`src/fpga_wrapper_pkg.sv`:
```
// Shared register map, bus structs and entropy word types for the FPGA wrapper glue
package fpga_wrapper_pkg;

    localparam logic [31:0] FPGA_VERSION = 32'h0002_0107;

    localparam int ADDR_W = 4;

    // Register word addresses
    typedef enum logic [ADDR_W-1:0] {
        VERSION      = 4'd0,
        CYCLE_COUNT  = 4'd1,
        DIVISOR      = 4'd2,
        LOG_DATA     = 4'd3,
        LOG_STATUS   = 4'd4,
        ITRNG_DATA   = 4'd5,
        ITRNG_STATUS = 4'd6
    } reg_addr_e;

    // Bit positions inside data and status words
    localparam int LOG_VALID_BIT          = 8;  // Above the character
    localparam int LOG_STATUS_EMPTY_BIT   = 0;
    localparam int LOG_STATUS_FULL_BIT    = 1;
    localparam int ITRNG_STATUS_EMPTY_BIT = 0;
    localparam int ITRNG_STATUS_FULL_BIT  = 1;
    localparam int ITRNG_FLUSH_BIT        = 2;  // Write only

    typedef struct packed {
        logic [ADDR_W-1:0] addr;
        logic              write;
        logic [31:0]       wdata;
    } reg_req_t;

    typedef struct packed {
        logic [31:0] rdata;
    } reg_rsp_t;

    typedef logic [7:0] char_t;
    typedef logic [3:0] nibble_t;

    // Written as a word, consumed as nibbles
    typedef union packed {
        logic [31:0]      word;
        nibble_t [7:0]    nib;   // nib[0] is the low nibble
    } trng_word_u;

endpackage
```
`src/fpga_wrapper_top.sv`:
```
// FPGA wrapper glue top joining the register block, log FIFO, entropy FIFO and throttle
`timescale 1ns/1ns

module fpga_wrapper_top #(
    parameter int LOG_DEPTH  = 16,
    parameter int TRNG_DEPTH = 4   // In words
) (
    input  logic                       core_clk,
    input  logic                       hwif_out,
    input  logic                       req_valid,
    input  fpga_wrapper_pkg::reg_req_t req,
    output logic                       req_ready,
    output logic                       rsp_valid,
    output fpga_wrapper_pkg::reg_rsp_t rsp,
    input  logic                       rsp_ready,
    input  logic                       log_valid,
    input  fpga_wrapper_pkg::char_t    log_char,
    output logic                       log_ready,
    input  logic                       etrng_req,
    output logic                       itrng_valid,
    output fpga_wrapper_pkg::nibble_t  itrng_data
);

    fpga_wrapper_pkg::char_t    log_head;
    fpga_wrapper_pkg::trng_word_u trng_wdata;

    logic        log_empty;
    logic        log_full;
    logic        log_pop;
    logic        trng_push;
    logic        trng_flush;
    logic        trng_empty;
    logic        trng_full;
    logic        grant;
    logic [31:0] divisor;

    reg_block u_reg_block (
        .core_clk, .hwif_out,
        .req_valid, .req, .req_ready,
        .rsp_valid, .rsp, .rsp_ready,
        .log_head, .log_empty, .log_full, .log_pop,
        .trng_push, .trng_wdata, .trng_flush,
        .trng_empty, .trng_full,
        .divisor
    );

    log_fifo #(.LOG_DEPTH(LOG_DEPTH)) u_log_fifo (
        .core_clk, .hwif_out,
        .log_valid, .log_char, .log_ready,
        .log_pop, .log_head, .log_empty, .log_full
    );

    trng_fifo #(.TRNG_DEPTH(TRNG_DEPTH)) u_trng_fifo (
        .core_clk, .hwif_out,
        .trng_push, .trng_wdata, .trng_flush,
        .grant,
        .trng_empty, .trng_full,
        .itrng_valid, .itrng_data
    );

    trng_throttle u_trng_throttle (
        .core_clk, .hwif_out,
        .etrng_req,
        .divisor,
        .grant
    );

endmodule

```
`src/trng_throttle.sv`:
```
// Rate limiter that lets an entropy request through once every divisor+1 cycles
`timescale 1ns/1ns

module trng_throttle (
    input  logic        core_clk,
    input  logic        hwif_out,
    input  logic        etrng_req,
    input  logic [31:0] divisor,
    output logic        grant
);

    logic [31:0] counter;

    always_ff @(posedge core_clk or negedge hwif_out) begin
        if (!hwif_out) begin
            counter <= '0;
            grant   <= 1'b0;
        end else if (counter == '0) begin
            // Window open, sample the request and restart
            grant   <= etrng_req;
            counter <= divisor;
        end else begin
            grant   <= 1'b0;
            counter <= counter - 32'd1;
        end
    end

endmodule

```
`src/trng_fifo.sv`:
```
// Entropy word FIFO that hands out each stored word as eight nibbles, low nibble first
`timescale 1ns/1ns

module trng_fifo #(
    parameter int TRNG_DEPTH = 4
) (
    input  logic                         core_clk,
    input  logic                         hwif_out,
    input  logic                         trng_push,
    input  fpga_wrapper_pkg::trng_word_u trng_wdata,
    input  logic                         trng_flush,
    input  logic                         grant,
    output logic                         trng_empty,
    output logic                         trng_full,
    output logic                         itrng_valid,
    output fpga_wrapper_pkg::nibble_t    itrng_data
);

    localparam int PTR_W = (TRNG_DEPTH > 1) ? $clog2(TRNG_DEPTH) : 1;
    localparam int CNT_W = $clog2(TRNG_DEPTH + 1);

    fpga_wrapper_pkg::trng_word_u mem [TRNG_DEPTH];
    fpga_wrapper_pkg::trng_word_u head_word;

    logic [PTR_W-1:0] wr_ptr;
    logic [PTR_W-1:0] rd_ptr;
    logic [CNT_W-1:0] count;
    logic [2:0]       nib_idx;   // Next nibble of the head word
    logic             push;
    logic             read;
    logic             pop;

    assign trng_empty = (count == '0);
    assign trng_full  = (count == CNT_W'(TRNG_DEPTH));
    assign push       = trng_push & ~trng_full;   // Overflow dropped
    assign read       = grant & ~trng_empty;
    assign pop        = read & (nib_idx == 3'd7); // Last nibble retires the word
    assign head_word  = mem[rd_ptr];

    always_ff @(posedge core_clk) begin
        if (push) begin
            mem[wr_ptr] <= trng_wdata;
        end
    end

    always_ff @(posedge core_clk or negedge hwif_out) begin
        if (!hwif_out) begin
            wr_ptr      <= '0;
            rd_ptr      <= '0;
            count       <= '0;
            nib_idx     <= '0;
            itrng_valid <= 1'b0;
            itrng_data  <= '0;
        end else if (trng_flush) begin
            // Drops stored words and any half-read head
            wr_ptr      <= '0;
            rd_ptr      <= '0;
            count       <= '0;
            nib_idx     <= '0;
            itrng_valid <= 1'b0;
        end else begin
            itrng_valid <= read;
            if (read) begin
                itrng_data <= head_word.nib[nib_idx];
                nib_idx    <= nib_idx + 3'd1;  // Wraps to 0 on pop
            end
            if (push) begin
                wr_ptr <= (wr_ptr == PTR_W'(TRNG_DEPTH - 1)) ? '0 : wr_ptr + 1'b1;
            end
            if (pop) begin
                rd_ptr <= (rd_ptr == PTR_W'(TRNG_DEPTH - 1)) ? '0 : rd_ptr + 1'b1;
            end
            if (push && !pop) begin
                count <= count + 1'b1;
            end else if (pop && !push) begin
                count <= count - 1'b1;
            end
        end
    end

endmodule

```
`src/log_fifo.sv`:
```
// Character log FIFO with first-word fall-through head, drained by register reads
`timescale 1ns/1ns

module log_fifo #(
    parameter int LOG_DEPTH = 16
) (
    input  logic                    core_clk,
    input  logic                    hwif_out,
    input  logic                    log_valid,
    input  fpga_wrapper_pkg::char_t log_char,
    output logic                    log_ready,
    input  logic                    log_pop,
    output fpga_wrapper_pkg::char_t log_head,
    output logic                    log_empty,
    output logic                    log_full
);

    localparam int PTR_W = (LOG_DEPTH > 1) ? $clog2(LOG_DEPTH) : 1;
    localparam int CNT_W = $clog2(LOG_DEPTH + 1);

    fpga_wrapper_pkg::char_t mem [LOG_DEPTH];

    logic [PTR_W-1:0] wr_ptr;
    logic [PTR_W-1:0] rd_ptr;
    logic [CNT_W-1:0] count;
    logic             push;
    logic             pop;

    assign log_empty = (count == '0);
    assign log_full  = (count == CNT_W'(LOG_DEPTH));
    assign log_ready = ~log_full;
    assign push      = log_valid & log_ready;
    assign pop       = log_pop & ~log_empty;
    assign log_head  = mem[rd_ptr];  // Fall-through head

    always_ff @(posedge core_clk) begin
        if (push) begin
            mem[wr_ptr] <= log_char;
        end
    end

    always_ff @(posedge core_clk or negedge hwif_out) begin
        if (!hwif_out) begin
            wr_ptr <= '0;
            rd_ptr <= '0;
            count  <= '0;
        end else begin
            if (push) begin
                wr_ptr <= (wr_ptr == PTR_W'(LOG_DEPTH - 1)) ? '0 : wr_ptr + 1'b1;
            end
            if (pop) begin
                rd_ptr <= (rd_ptr == PTR_W'(LOG_DEPTH - 1)) ? '0 : rd_ptr + 1'b1;
            end
            if (push && !pop) begin
                count <= count + 1'b1;
            end else if (pop && !push) begin
                count <= count - 1'b1;
            end
        end
    end

endmodule

```
`src/reg_block.sv`:
```
// Host register block with cycle counter, divisor register and one-deep response handshake
`timescale 1ns/1ns

module reg_block (
    input  logic                         core_clk,
    input  logic                         hwif_out,
    input  logic                         req_valid,
    input  fpga_wrapper_pkg::reg_req_t   req,
    output logic                         req_ready,
    output logic                         rsp_valid,
    output fpga_wrapper_pkg::reg_rsp_t   rsp,
    input  logic                         rsp_ready,
    input  fpga_wrapper_pkg::char_t      log_head,
    input  logic                         log_empty,
    input  logic                         log_full,
    output logic                         log_pop,
    output logic                         trng_push,
    output fpga_wrapper_pkg::trng_word_u trng_wdata,
    output logic                         trng_flush,
    input  logic                         trng_empty,
    input  logic                         trng_full,
    output logic [31:0]                  divisor
);

    logic        accept;
    logic        rd_accept;
    logic        wr_accept;
    logic [31:0] cycle_count;
    logic [31:0] rdata;

    assign req_ready = ~rsp_valid;  // Single outstanding request
    assign accept    = req_valid & req_ready;
    assign rd_accept = accept & ~req.write;
    assign wr_accept = accept & req.write;

    // Side effects of accepted requests
    assign log_pop    = rd_accept & (req.addr == fpga_wrapper_pkg::LOG_DATA) & ~log_empty;
    assign trng_push  = wr_accept & (req.addr == fpga_wrapper_pkg::ITRNG_DATA);
    assign trng_wdata = req.wdata;
    assign trng_flush = wr_accept & (req.addr == fpga_wrapper_pkg::ITRNG_STATUS)
                        & req.wdata[fpga_wrapper_pkg::ITRNG_FLUSH_BIT];

    // Read mux, sampled at acceptance
    always_comb begin
        rdata = '0;
        case (req.addr)
            fpga_wrapper_pkg::VERSION:     rdata = fpga_wrapper_pkg::FPGA_VERSION;
            fpga_wrapper_pkg::CYCLE_COUNT: rdata = cycle_count;
            fpga_wrapper_pkg::DIVISOR:     rdata = divisor;
            fpga_wrapper_pkg::LOG_DATA: begin
                if (!log_empty) begin
                    rdata[7:0]                             = log_head;
                    rdata[fpga_wrapper_pkg::LOG_VALID_BIT] = 1'b1;
                end
            end
            fpga_wrapper_pkg::LOG_STATUS: begin
                rdata[fpga_wrapper_pkg::LOG_STATUS_EMPTY_BIT] = log_empty;
                rdata[fpga_wrapper_pkg::LOG_STATUS_FULL_BIT]  = log_full;
            end
            fpga_wrapper_pkg::ITRNG_STATUS: begin
                rdata[fpga_wrapper_pkg::ITRNG_STATUS_EMPTY_BIT] = trng_empty;
                rdata[fpga_wrapper_pkg::ITRNG_STATUS_FULL_BIT]  = trng_full;
            end
            default: rdata = '0;  // ITRNG_DATA is write only, rest unmapped
        endcase
    end

    // Pending response
    always_ff @(posedge core_clk or negedge hwif_out) begin
        if (!hwif_out) begin
            rsp_valid <= 1'b0;
            rsp       <= '0;
        end else if (accept) begin
            rsp_valid <= 1'b1;
            rsp.rdata <= req.write ? 32'd0 : rdata;
        end else if (rsp_ready) begin
            rsp_valid <= 1'b0;
        end
    end

    always_ff @(posedge core_clk or negedge hwif_out) begin
        if (!hwif_out) begin
            divisor <= '0;
        end else if (wr_accept && req.addr == fpga_wrapper_pkg::DIVISOR) begin
            divisor <= req.wdata;
        end
    end

    // Free running, wraps
    always_ff @(posedge core_clk or negedge hwif_out) begin
        if (!hwif_out) begin
            cycle_count <= '0;
        end else begin
            cycle_count <= cycle_count + 32'd1;
        end
    end

endmodule

```
`config.mk`:
```
export PLATFORM = sky130hd
export DESIGN_NAME = fpga_wrapper_top
export DESIGN_NICKNAME = d
export VERILOG_FILES = /design/src/fpga_wrapper_pkg.sv /design/src/fpga_wrapper_top.sv /design/src/trng_throttle.sv /design/src/trng_fifo.sv /design/src/log_fifo.sv /design/src/reg_block.sv
export SDC_FILE = /design/constraint.sdc
export NUM_CORES = 1
export LEC_CHECK = 0
export BUFFER_PORTS_ARGS = -buffer_cell sky130_fd_sc_hd__clkbuf_2
export CAP_MARGIN = 15
export CORE_MARGIN = 2
export CORE_UTILIZATION = 30
export DETAILED_ROUTE_END_ITERATION = 12
export PLACE_DENSITY = 0.5
export SLEW_MARGIN = 20
export SYNTH_ARGS = -nofsm -noshare
export SYNTH_HDL_FRONTEND = slang
export SYNTH_SLANG_ARGS = --single-unit
```
`constraint.sdc`:
```
create_clock -name core_clk -period 3.1 [get_ports core_clk]
set_clock_uncertainty 0.05 [all_clocks]
set_input_delay 0.155 -clock core_clk [delete_from_list [all_inputs] [get_ports core_clk]]
set_output_delay 0.155 -clock core_clk [all_outputs]
set_load 0.03 [all_outputs]
```
==> results.toml, run 1 <==
[status]
outcome = "finished clean"

[sta]
hold_viol = 0
period_needed_ns = 2.93
clock.fmax_ghz = 0.341
worstMarginPinSlew_ns = 0.791
slew_headroom_pct = 47.2
period_share_pct = 94.5
drv_slew = 0
holdWs_ns = 0.0530
setup-tns-final_ns = 0
rsz0062_at_grt = "no"
setup_viol = 0

[finish]
nNetsFinal = 1380
finish.utilization_pct = 36.8
drive_above_1_share_pct = 24.5
n_fill_cell = 5463
area_growth_pct = 20.6
fin_area_mm2 = 0.0208
n_antenna_cell = 0

[pwr]
p_seq_share_pct = 47.9
ir_drop_mv = 0.442
p_comb_share_pct = 14.0
p_leak_nw = 7.72
switching_share_pct = 25.9
p_per_area_mw_per_mm2 = 672
p_int_mw = 10.4
fin_total_pwr_mw = 14.0
clkPwrFrac_pct = 38.0
p_switching_mw = 3.63

[synthesis]
ys_warn_count = 0
async_reset_ff_share_pct = 38.2
postSynthCellCount = 1132
ys_types = 61
yosysSeqAreaShare_pct = 67.4
synth_fa_ha_area_share_pct = 1.61
synth_compound_area_share_pct = 6.52
synth_top_area_share_pct = 44.5
netlist_area_mm2 = 0.0173
yosys_register_bits = 414
syn-num-nets = 1204
syn_avg_cell_area_um2 = 15.3
synth-xor-area-share_pct = 2.94
yosys.area.top_type = "edfxtp_1"
ys.flop_type = "edfxtp_1"
synth_top_family_by_area = "multiplexers"
synth-edff-count = 256
synth_area_leaders = "edfxtp_1 45%, dfrtp_1 23%, mux4_2 8.9%"
synth_mux_area_share_pct = 11.9
synth-simple-area-share_pct = 7.65

[grt]
antenna_found_initial = 1
grt_pass1_vias = 10450
grt.total_usage_pct = 13.7
grt_overflow = 0
grt_max_degree = 79
grt_pass1_wl_um = 62900

[drt]
routed_via_density = 4.80
firstDrtPassIters = 5
dr.first_iter.drc_count = 630
post_drt_wl_per_cell_um = 19.4
ant_nets = 0
vias = 10084
drc_errors = 0
wirelength_um = 40800

[placed_design]
place_area_mm2 = 0.0189
port_buffers = 90
place_congestion = 0.795
hpwlAfterDp_um = 28200

[clock_tree]
clkLatencyLatePin_ns = 0.59
cts_sinks = 414
cts_tree = "done"
htree_num_levels = 2
cts_buffers = 46
clkSlewWorstSetupHoldPaths_ns = 0.06
cts_buffer_depth = 3
clock-root-buffer = "clkbuf_16"

[flow_run]
cap_viol_max_count = 0

[die]
core-area_mm2 = 0.0566
die_h_um = 244
initial_utilization_pct = 30.5
dieWidth_um = 244
ios = 91
fp.dieArea_mm2 = 0.0595
num_rows = 87

[worst_setup_path]
startpoint_type = "flip-flop"
crit_required_ns = 3.50
crit_type = "reg -> reg"
endpoint_kind = "flip-flop"
arrival_ns = 3.33
crit_fanout = 4

[min_path]
min_path_type = "in -> reg"
## Yosys cell counts (all sizes together), types with 4 or more instances
library cell,n
edfxtp,256
dfrtp,158
nor2,70
mux4,68
nand2,64
xnor2,43
o21ai,41
a21oi,37
mux2,37
clkbuf,36
a22oi,29
nand3,27
buf,23
inv,23
nor3,22
ha,19
o22ai,19
nor4,15
xor2,15
and2,11
mux2i,11
and3,10
nand4,8
a2bb2oi,6
or2,6
a21o,5
a221o,5
and4,5
or3,5
or4,5
nand2b,4
## layout by cell type, fill, tap and decap left out, drive strengths merged, types with 8 or more instances in the layout
master / count
dfrtp: 158
nand2: 64
xnor2: 43
nand3: 27
o22ai: 19
clkbuf: 152
inv: 27
buf: 53
nor3: 22
nand4: 8
mux4: 68
dlygate4sd3: 45
nor4: 15
and3: 10
edfxtp: 256
nor2: 70
ha: 19
a21oi: 37
mux2i: 11
o21ai: 41
xor2: 15
mux2: 37
clkinv: 18
a22oi: 29
and2: 11
## worst paths after layout
path / from / end / slack (ns) / depth (start not counted)
worst max-delay path: u_log_fifo.count[3] / u_log_fifo.count[4] / 0.17 / 12
worst min-delay path: req[32] / u_reg_block.rsp[7] / 0.05 / 3
worst max register to register: u_log_fifo.count[3] / u_log_fifo.count[4] / 0.17 / 12
worst min register to register: u_reg_block.cycle_count[31] / u_reg_block.cycle_count[31] / 0.43 / 1
max in group asynchronous: hwif_out / u_reg_block.rsp[4] / 1.97 / 3
min in group asynchronous: hwif_out / u_trng_fifo.itrng_data[2] / 0.13 / 2
## area by class of cell
| cell class | instances | area, µm² | share of cell area (%) |
|---|---|---|---|
| Sequential cell | 414 | 11600 | 55.9 |
| Multi-Input combinational cell | 635 | 5310 | 25.5 |
| Timing Repair Buffer | 187 | 1360 | 6.53 |
| Clock buffer | 63 | 1290 | 6.18 |
| Tap cell | 756 | 946 | 4.54 |
| Clock inverter | 23 | 186 | 0.895 |
| Inverter | 24 | 90.1 | 0.433 |
## metal layers
metal / global-route usage, % / wire length, µm / up-vias
met1: 18.4 / 18500 / 5200
met4: 3.26 / 642 / 0
met3: 2.92 / 1780 / 48
li1: - / - / 4687
met2: 22.7 / 19900 / 149
met5: 0 / 0 / -
## power groups by stage
stage	Sequential (mW)	Combinational [mW]	Clock, mW
after floorplan	6.65	1.36	0
after global placement	6.80	1.91	0
after detailed placement	6.82	1.95	0
after CTS	6.71	2.00	5.49
after global routing	6.77	2.18	5.70
final	6.71	1.96	5.32
## cell families (layout without fill, tap and decap cells)
kind of cell,Yosys count,count (layout)
flip-flops,414,414
buffers and inverters,83,297
AND/OR/NAND/NOR,266,266
XOR/XNOR,58,58
multiplexers,116,116
adder cells (fa/ha/maj),21,21
AO/OA/AOI/OAI,174,174
## state kept, by name, indices dropped and copies added, names as in the netlist
name	flops
u_trng_throttle.grant	1
u_log_fifo.count	5
u_reg_block.rsp_valid	1
u_log_fifo.mem	128
u_reg_block.divisor	32
u_trng_fifo.itrng_data	4
u_log_fifo.rd_ptr	4
u_trng_throttle.counter	32
u_trng_fifo.itrng_valid	1
u_trng_fifo.rd_ptr	2
u_trng_fifo.count	3
u_reg_block.cycle_count	32
u_trng_fifo.wr_ptr	2
u_trng_fifo.nib_idx	3
u_log_fifo.wr_ptr	4
u_trng_fifo.mem	128
u_reg_block.rsp	32
## worst max-delay path: stages, from the launching register on
cell and delay (ns):
dfrtp_1 0.42, or4_1 0.56, o2111ai_2 0.25, nor3_2 0.09, clkinv_1 0.07, ha_1 0.17
inv_1 0.10, fa_1 0.41, a21o_1 0.17, a21oi_1 0.17, xnor2_1 0.14, nor2_1 0.07
xor2_1 0.14
## per-stage QoR
| step | setup slack [ns] | cells |
|---|---|---|
| finish | 0.169 | 2102 |
| global placement | 0.170 | 1971 |
| global route | 0.00553 | 2102 |
| floorplan | 0.155 | 1132 |
| detailed placement | 0.128 | 1971 |
| CTS | 0.113 | 2102 |
## what timing repair did
item,4_1_cts,5_1_grt
setup buffers,0,0
hold buffers,45,0
gates resized for setup,0,1
setup endpoints to repair,0,1
endpoints found under the hold margin,366,0
Note: power is estimated with default switching activity, not from simulation.
==> run 2, diff against run 1 <==
- CORE_MARGIN: 2 -> default
- RECOVER_POWER: default -> 50
==> run 2 against run 1 <==
Against the previous run: routed wire length decreased by 0.79%; final cell count shrank 0.38%; first-iteration DRC count is 2.1% higher; largest power group unchanged; clock-buffer cell count shrank 1; register-to-register slack about the same; flip-flop and latch count unchanged; via count down 0.14%; die area decreased by 1.6%; sequential power about the same; cell area is 0.58% lower; non-clock buffer count shrank 7; highest routed layer unchanged.
==> results.toml, run 2 (same netlist as run 1, synthesis figures left out) <==
[pwr]
p_per_area_mw_per_mm2 = 678
fin_total_pwr_mw = 14.0
p_leak_nw = 7.43
ir_drop_mv = 0.357

[worst_setup_path]
arrival_ns = 3.32
rr_worst_depth = 12
crit_required_ns = 3.49
endpoint_kind = "flip-flop"
slowest_stage = "or4_4"
crit_chain = "or4_4 > o2111ai_2 > nor3_2 > clkinv_1 > ha_1 > inv_1 > fa_1 > a21o_1 > a21oi_1 > xnor2_1 > nor2_1 > xor2_1"
reg2reg_from = "u_log_fifo.count[1]"
crit_type = "reg -> reg"
crit_fanout = 5
startpoint_type = "flip-flop"
crit_path_max_incr_delay_ns = 0.57
r2r-end = "u_log_fifo.count[4]"
rrSetupSlack_ns = 0.17

[sta]
hold_viol = 0
period_share_pct = 94.4
rsz0062_at_grt = "no"
setup-tns-final_ns = 0
worstMarginPinSlew_ns = 1.44
setup_viol = 0
clock.fmax_ghz = 0.342
drv_slew = 0
period_needed_ns = 2.93
slew_headroom_pct = 3.68

[placed_design]
port_buffers = 90
hpwlAfterDp_um = 27300
place_congestion = 0.811
dp.cells = 1962

[clock_tree]
clkSlewWorstSetupHoldPaths_ns = 0.06
cts_sinks = 414
cts_buffer_depth = 3
clkLatencyLatePin_ns = 0.58
htree_num_levels = 2
cts_buffers = 46
postCtsSetupBuffers = 0
clock-root-buffer = "clkbuf_16"
cts_tree = "done"

[die]
dieWidth_um = 242
num_rows = 87
fp.dieArea_mm2 = 0.0585
die_h_um = 242
core-area_mm2 = 0.0566
initial_utilization_pct = 30.5
ios = 91

[finish]
final_common_cell = "edfxtp_1"
n_fill_cell = 5446
regArea_mm2 = 0.0116
biggestRegsByFlops = "u_log_fifo.mem (128), u_trng_fifo.mem (128)"
area_growth_pct = 19.9
drive_above_1_share_pct = 18.5
nNetsFinal = 1373
multi_input_area_mm2 = 0.00532
final_cell_mix = "256 x edfxtp_1, 156 x dfrtp_1, 86 x clkbuf_1"
n_antenna_cell = 0
instances_no_fill = 2094

[drt]
wirelength_um = 40500
vias = 10070
routed_via_density = 4.81
dr.first_iter.drc_count = 643
firstDrtPassIters = 5
drc_errors = 0
ant_nets = 0
post_drt_wl_per_cell_um = 19.3

[grt]
grt_pass1_wl_um = 63700
grt.total_usage_pct = 14.0
grt_overflow = 0
antenna_found_initial = 1
grt_max_degree = 62
grt_pass1_vias = 10525

[flow_run]
cap_viol_max_count = 0

[min_path]
whs_endpoint = "u_reg_block.rsp[7]"
min_path_cells = 3
hp-start = "req[32]"
min_path_type = "in -> reg"

[status]
outcome = "finished clean"
run 2: cell count changes in the layout (fill, tap and decap cells not counted), moves of 5 or more:
cell	delta
clkbuf_2	-71
clkinv_2	-5
clkbuf_1	+74
clkinvlp_4	+6
buf_4	-10
run 2: worst max-delay path, delay by kind of cell (launching register included):
family | cells | cell delay (ns)
compound gates | 3 | 0.56
flops | 1 | 0.43
buf+inv | 2 | 0.18
fa+ha+maj | 2 | 0.59
simple gates | 3 | 0.72
xor+xnor | 2 | 0.28
run 2: layout make-up:
| cell class | instances | share of cell area, % |
|---|---|---|
| flip-flops and latches | 414 | 56.2 |
| inverters | 24 | 0.435 |
| clock inverters | 23 | 1.20 |
| well taps | 756 | 4.57 |
| repair buffers | 180 | 5.79 |
| clock buffers | 62 | 6.10 |
| multi-input cells | 635 | 25.7 |
run 2: per-layer routing:
layer / vias to the layer above / wire [µm] / track usage [%] / share of wire (%)
li1: 4681 / - / - / -
met1: 5144 / 18700 / 19.1 / 46
met2: 180 / 19200 / 22.7 / 48
met3: 65 / 1500 / 2.51 / 3.7
met4: 0 / 1070 / 4.52 / 2.6
met5: - / 0 / 0 / 0
run 2: how the worst max path moves through the flow:
stage | startpoint | to | slack (ns) | cells after the start
2_1_floorplan | u_log_fifo.count[1] | u_log_fifo.count[4] | 0.16 | 12
3_3_place_gp | u_log_fifo.count[1] | u_log_fifo.count[4] | 0.14 | 12
3_5_place_dp | u_log_fifo.count[1] | u_log_fifo.count[4] | 0.08 | 12
4_1_cts | u_log_fifo.count[1] | u_log_fifo.count[4] | 0.07 | 12
5_1_grt | u_reg_block.rsp_valid | u_reg_block.rsp[17] | 0.02 | 7
6_report | u_log_fifo.count[1] | u_log_fifo.count[4] | 0.17 | 12
run 2: repair_timing:
item | 4_1_cts | 5_1_grt
hold endpoints to repair | 436 | 0
gates resized for setup | 0 | 2
endpoints found under the setup margin | 0 | 1
hold buffers | 47 | 0
run 2: per-stage QoR:
stage	hold slack [ns]	setup slack (ns)	util [%]	area (µm²)
after CTS	0.0149	0.0651	36.8	20800
after global routing	0.0784	0.0231	36.6	20700
final	0.0482	0.173	36.6	20700
after floorplan	-0.191	0.155	-	17300
after global placement	0.0284	0.137	33.2	18800
after detailed placement	0.0328	0.0841	33.2	18800
run 2: power breakdown:
part | switching [mW] | total [mW] | leakage (nW) | internal (mW)
logic | 1.01 | 1.94 | 2.34 | 0.927
clock network | 2.22 | 5.42 | 0.717 | 3.20
registers | 0.376 | 6.69 | 4.37 | 6.31
total | 3.61 | 14.0 | 7.43 | 10.4
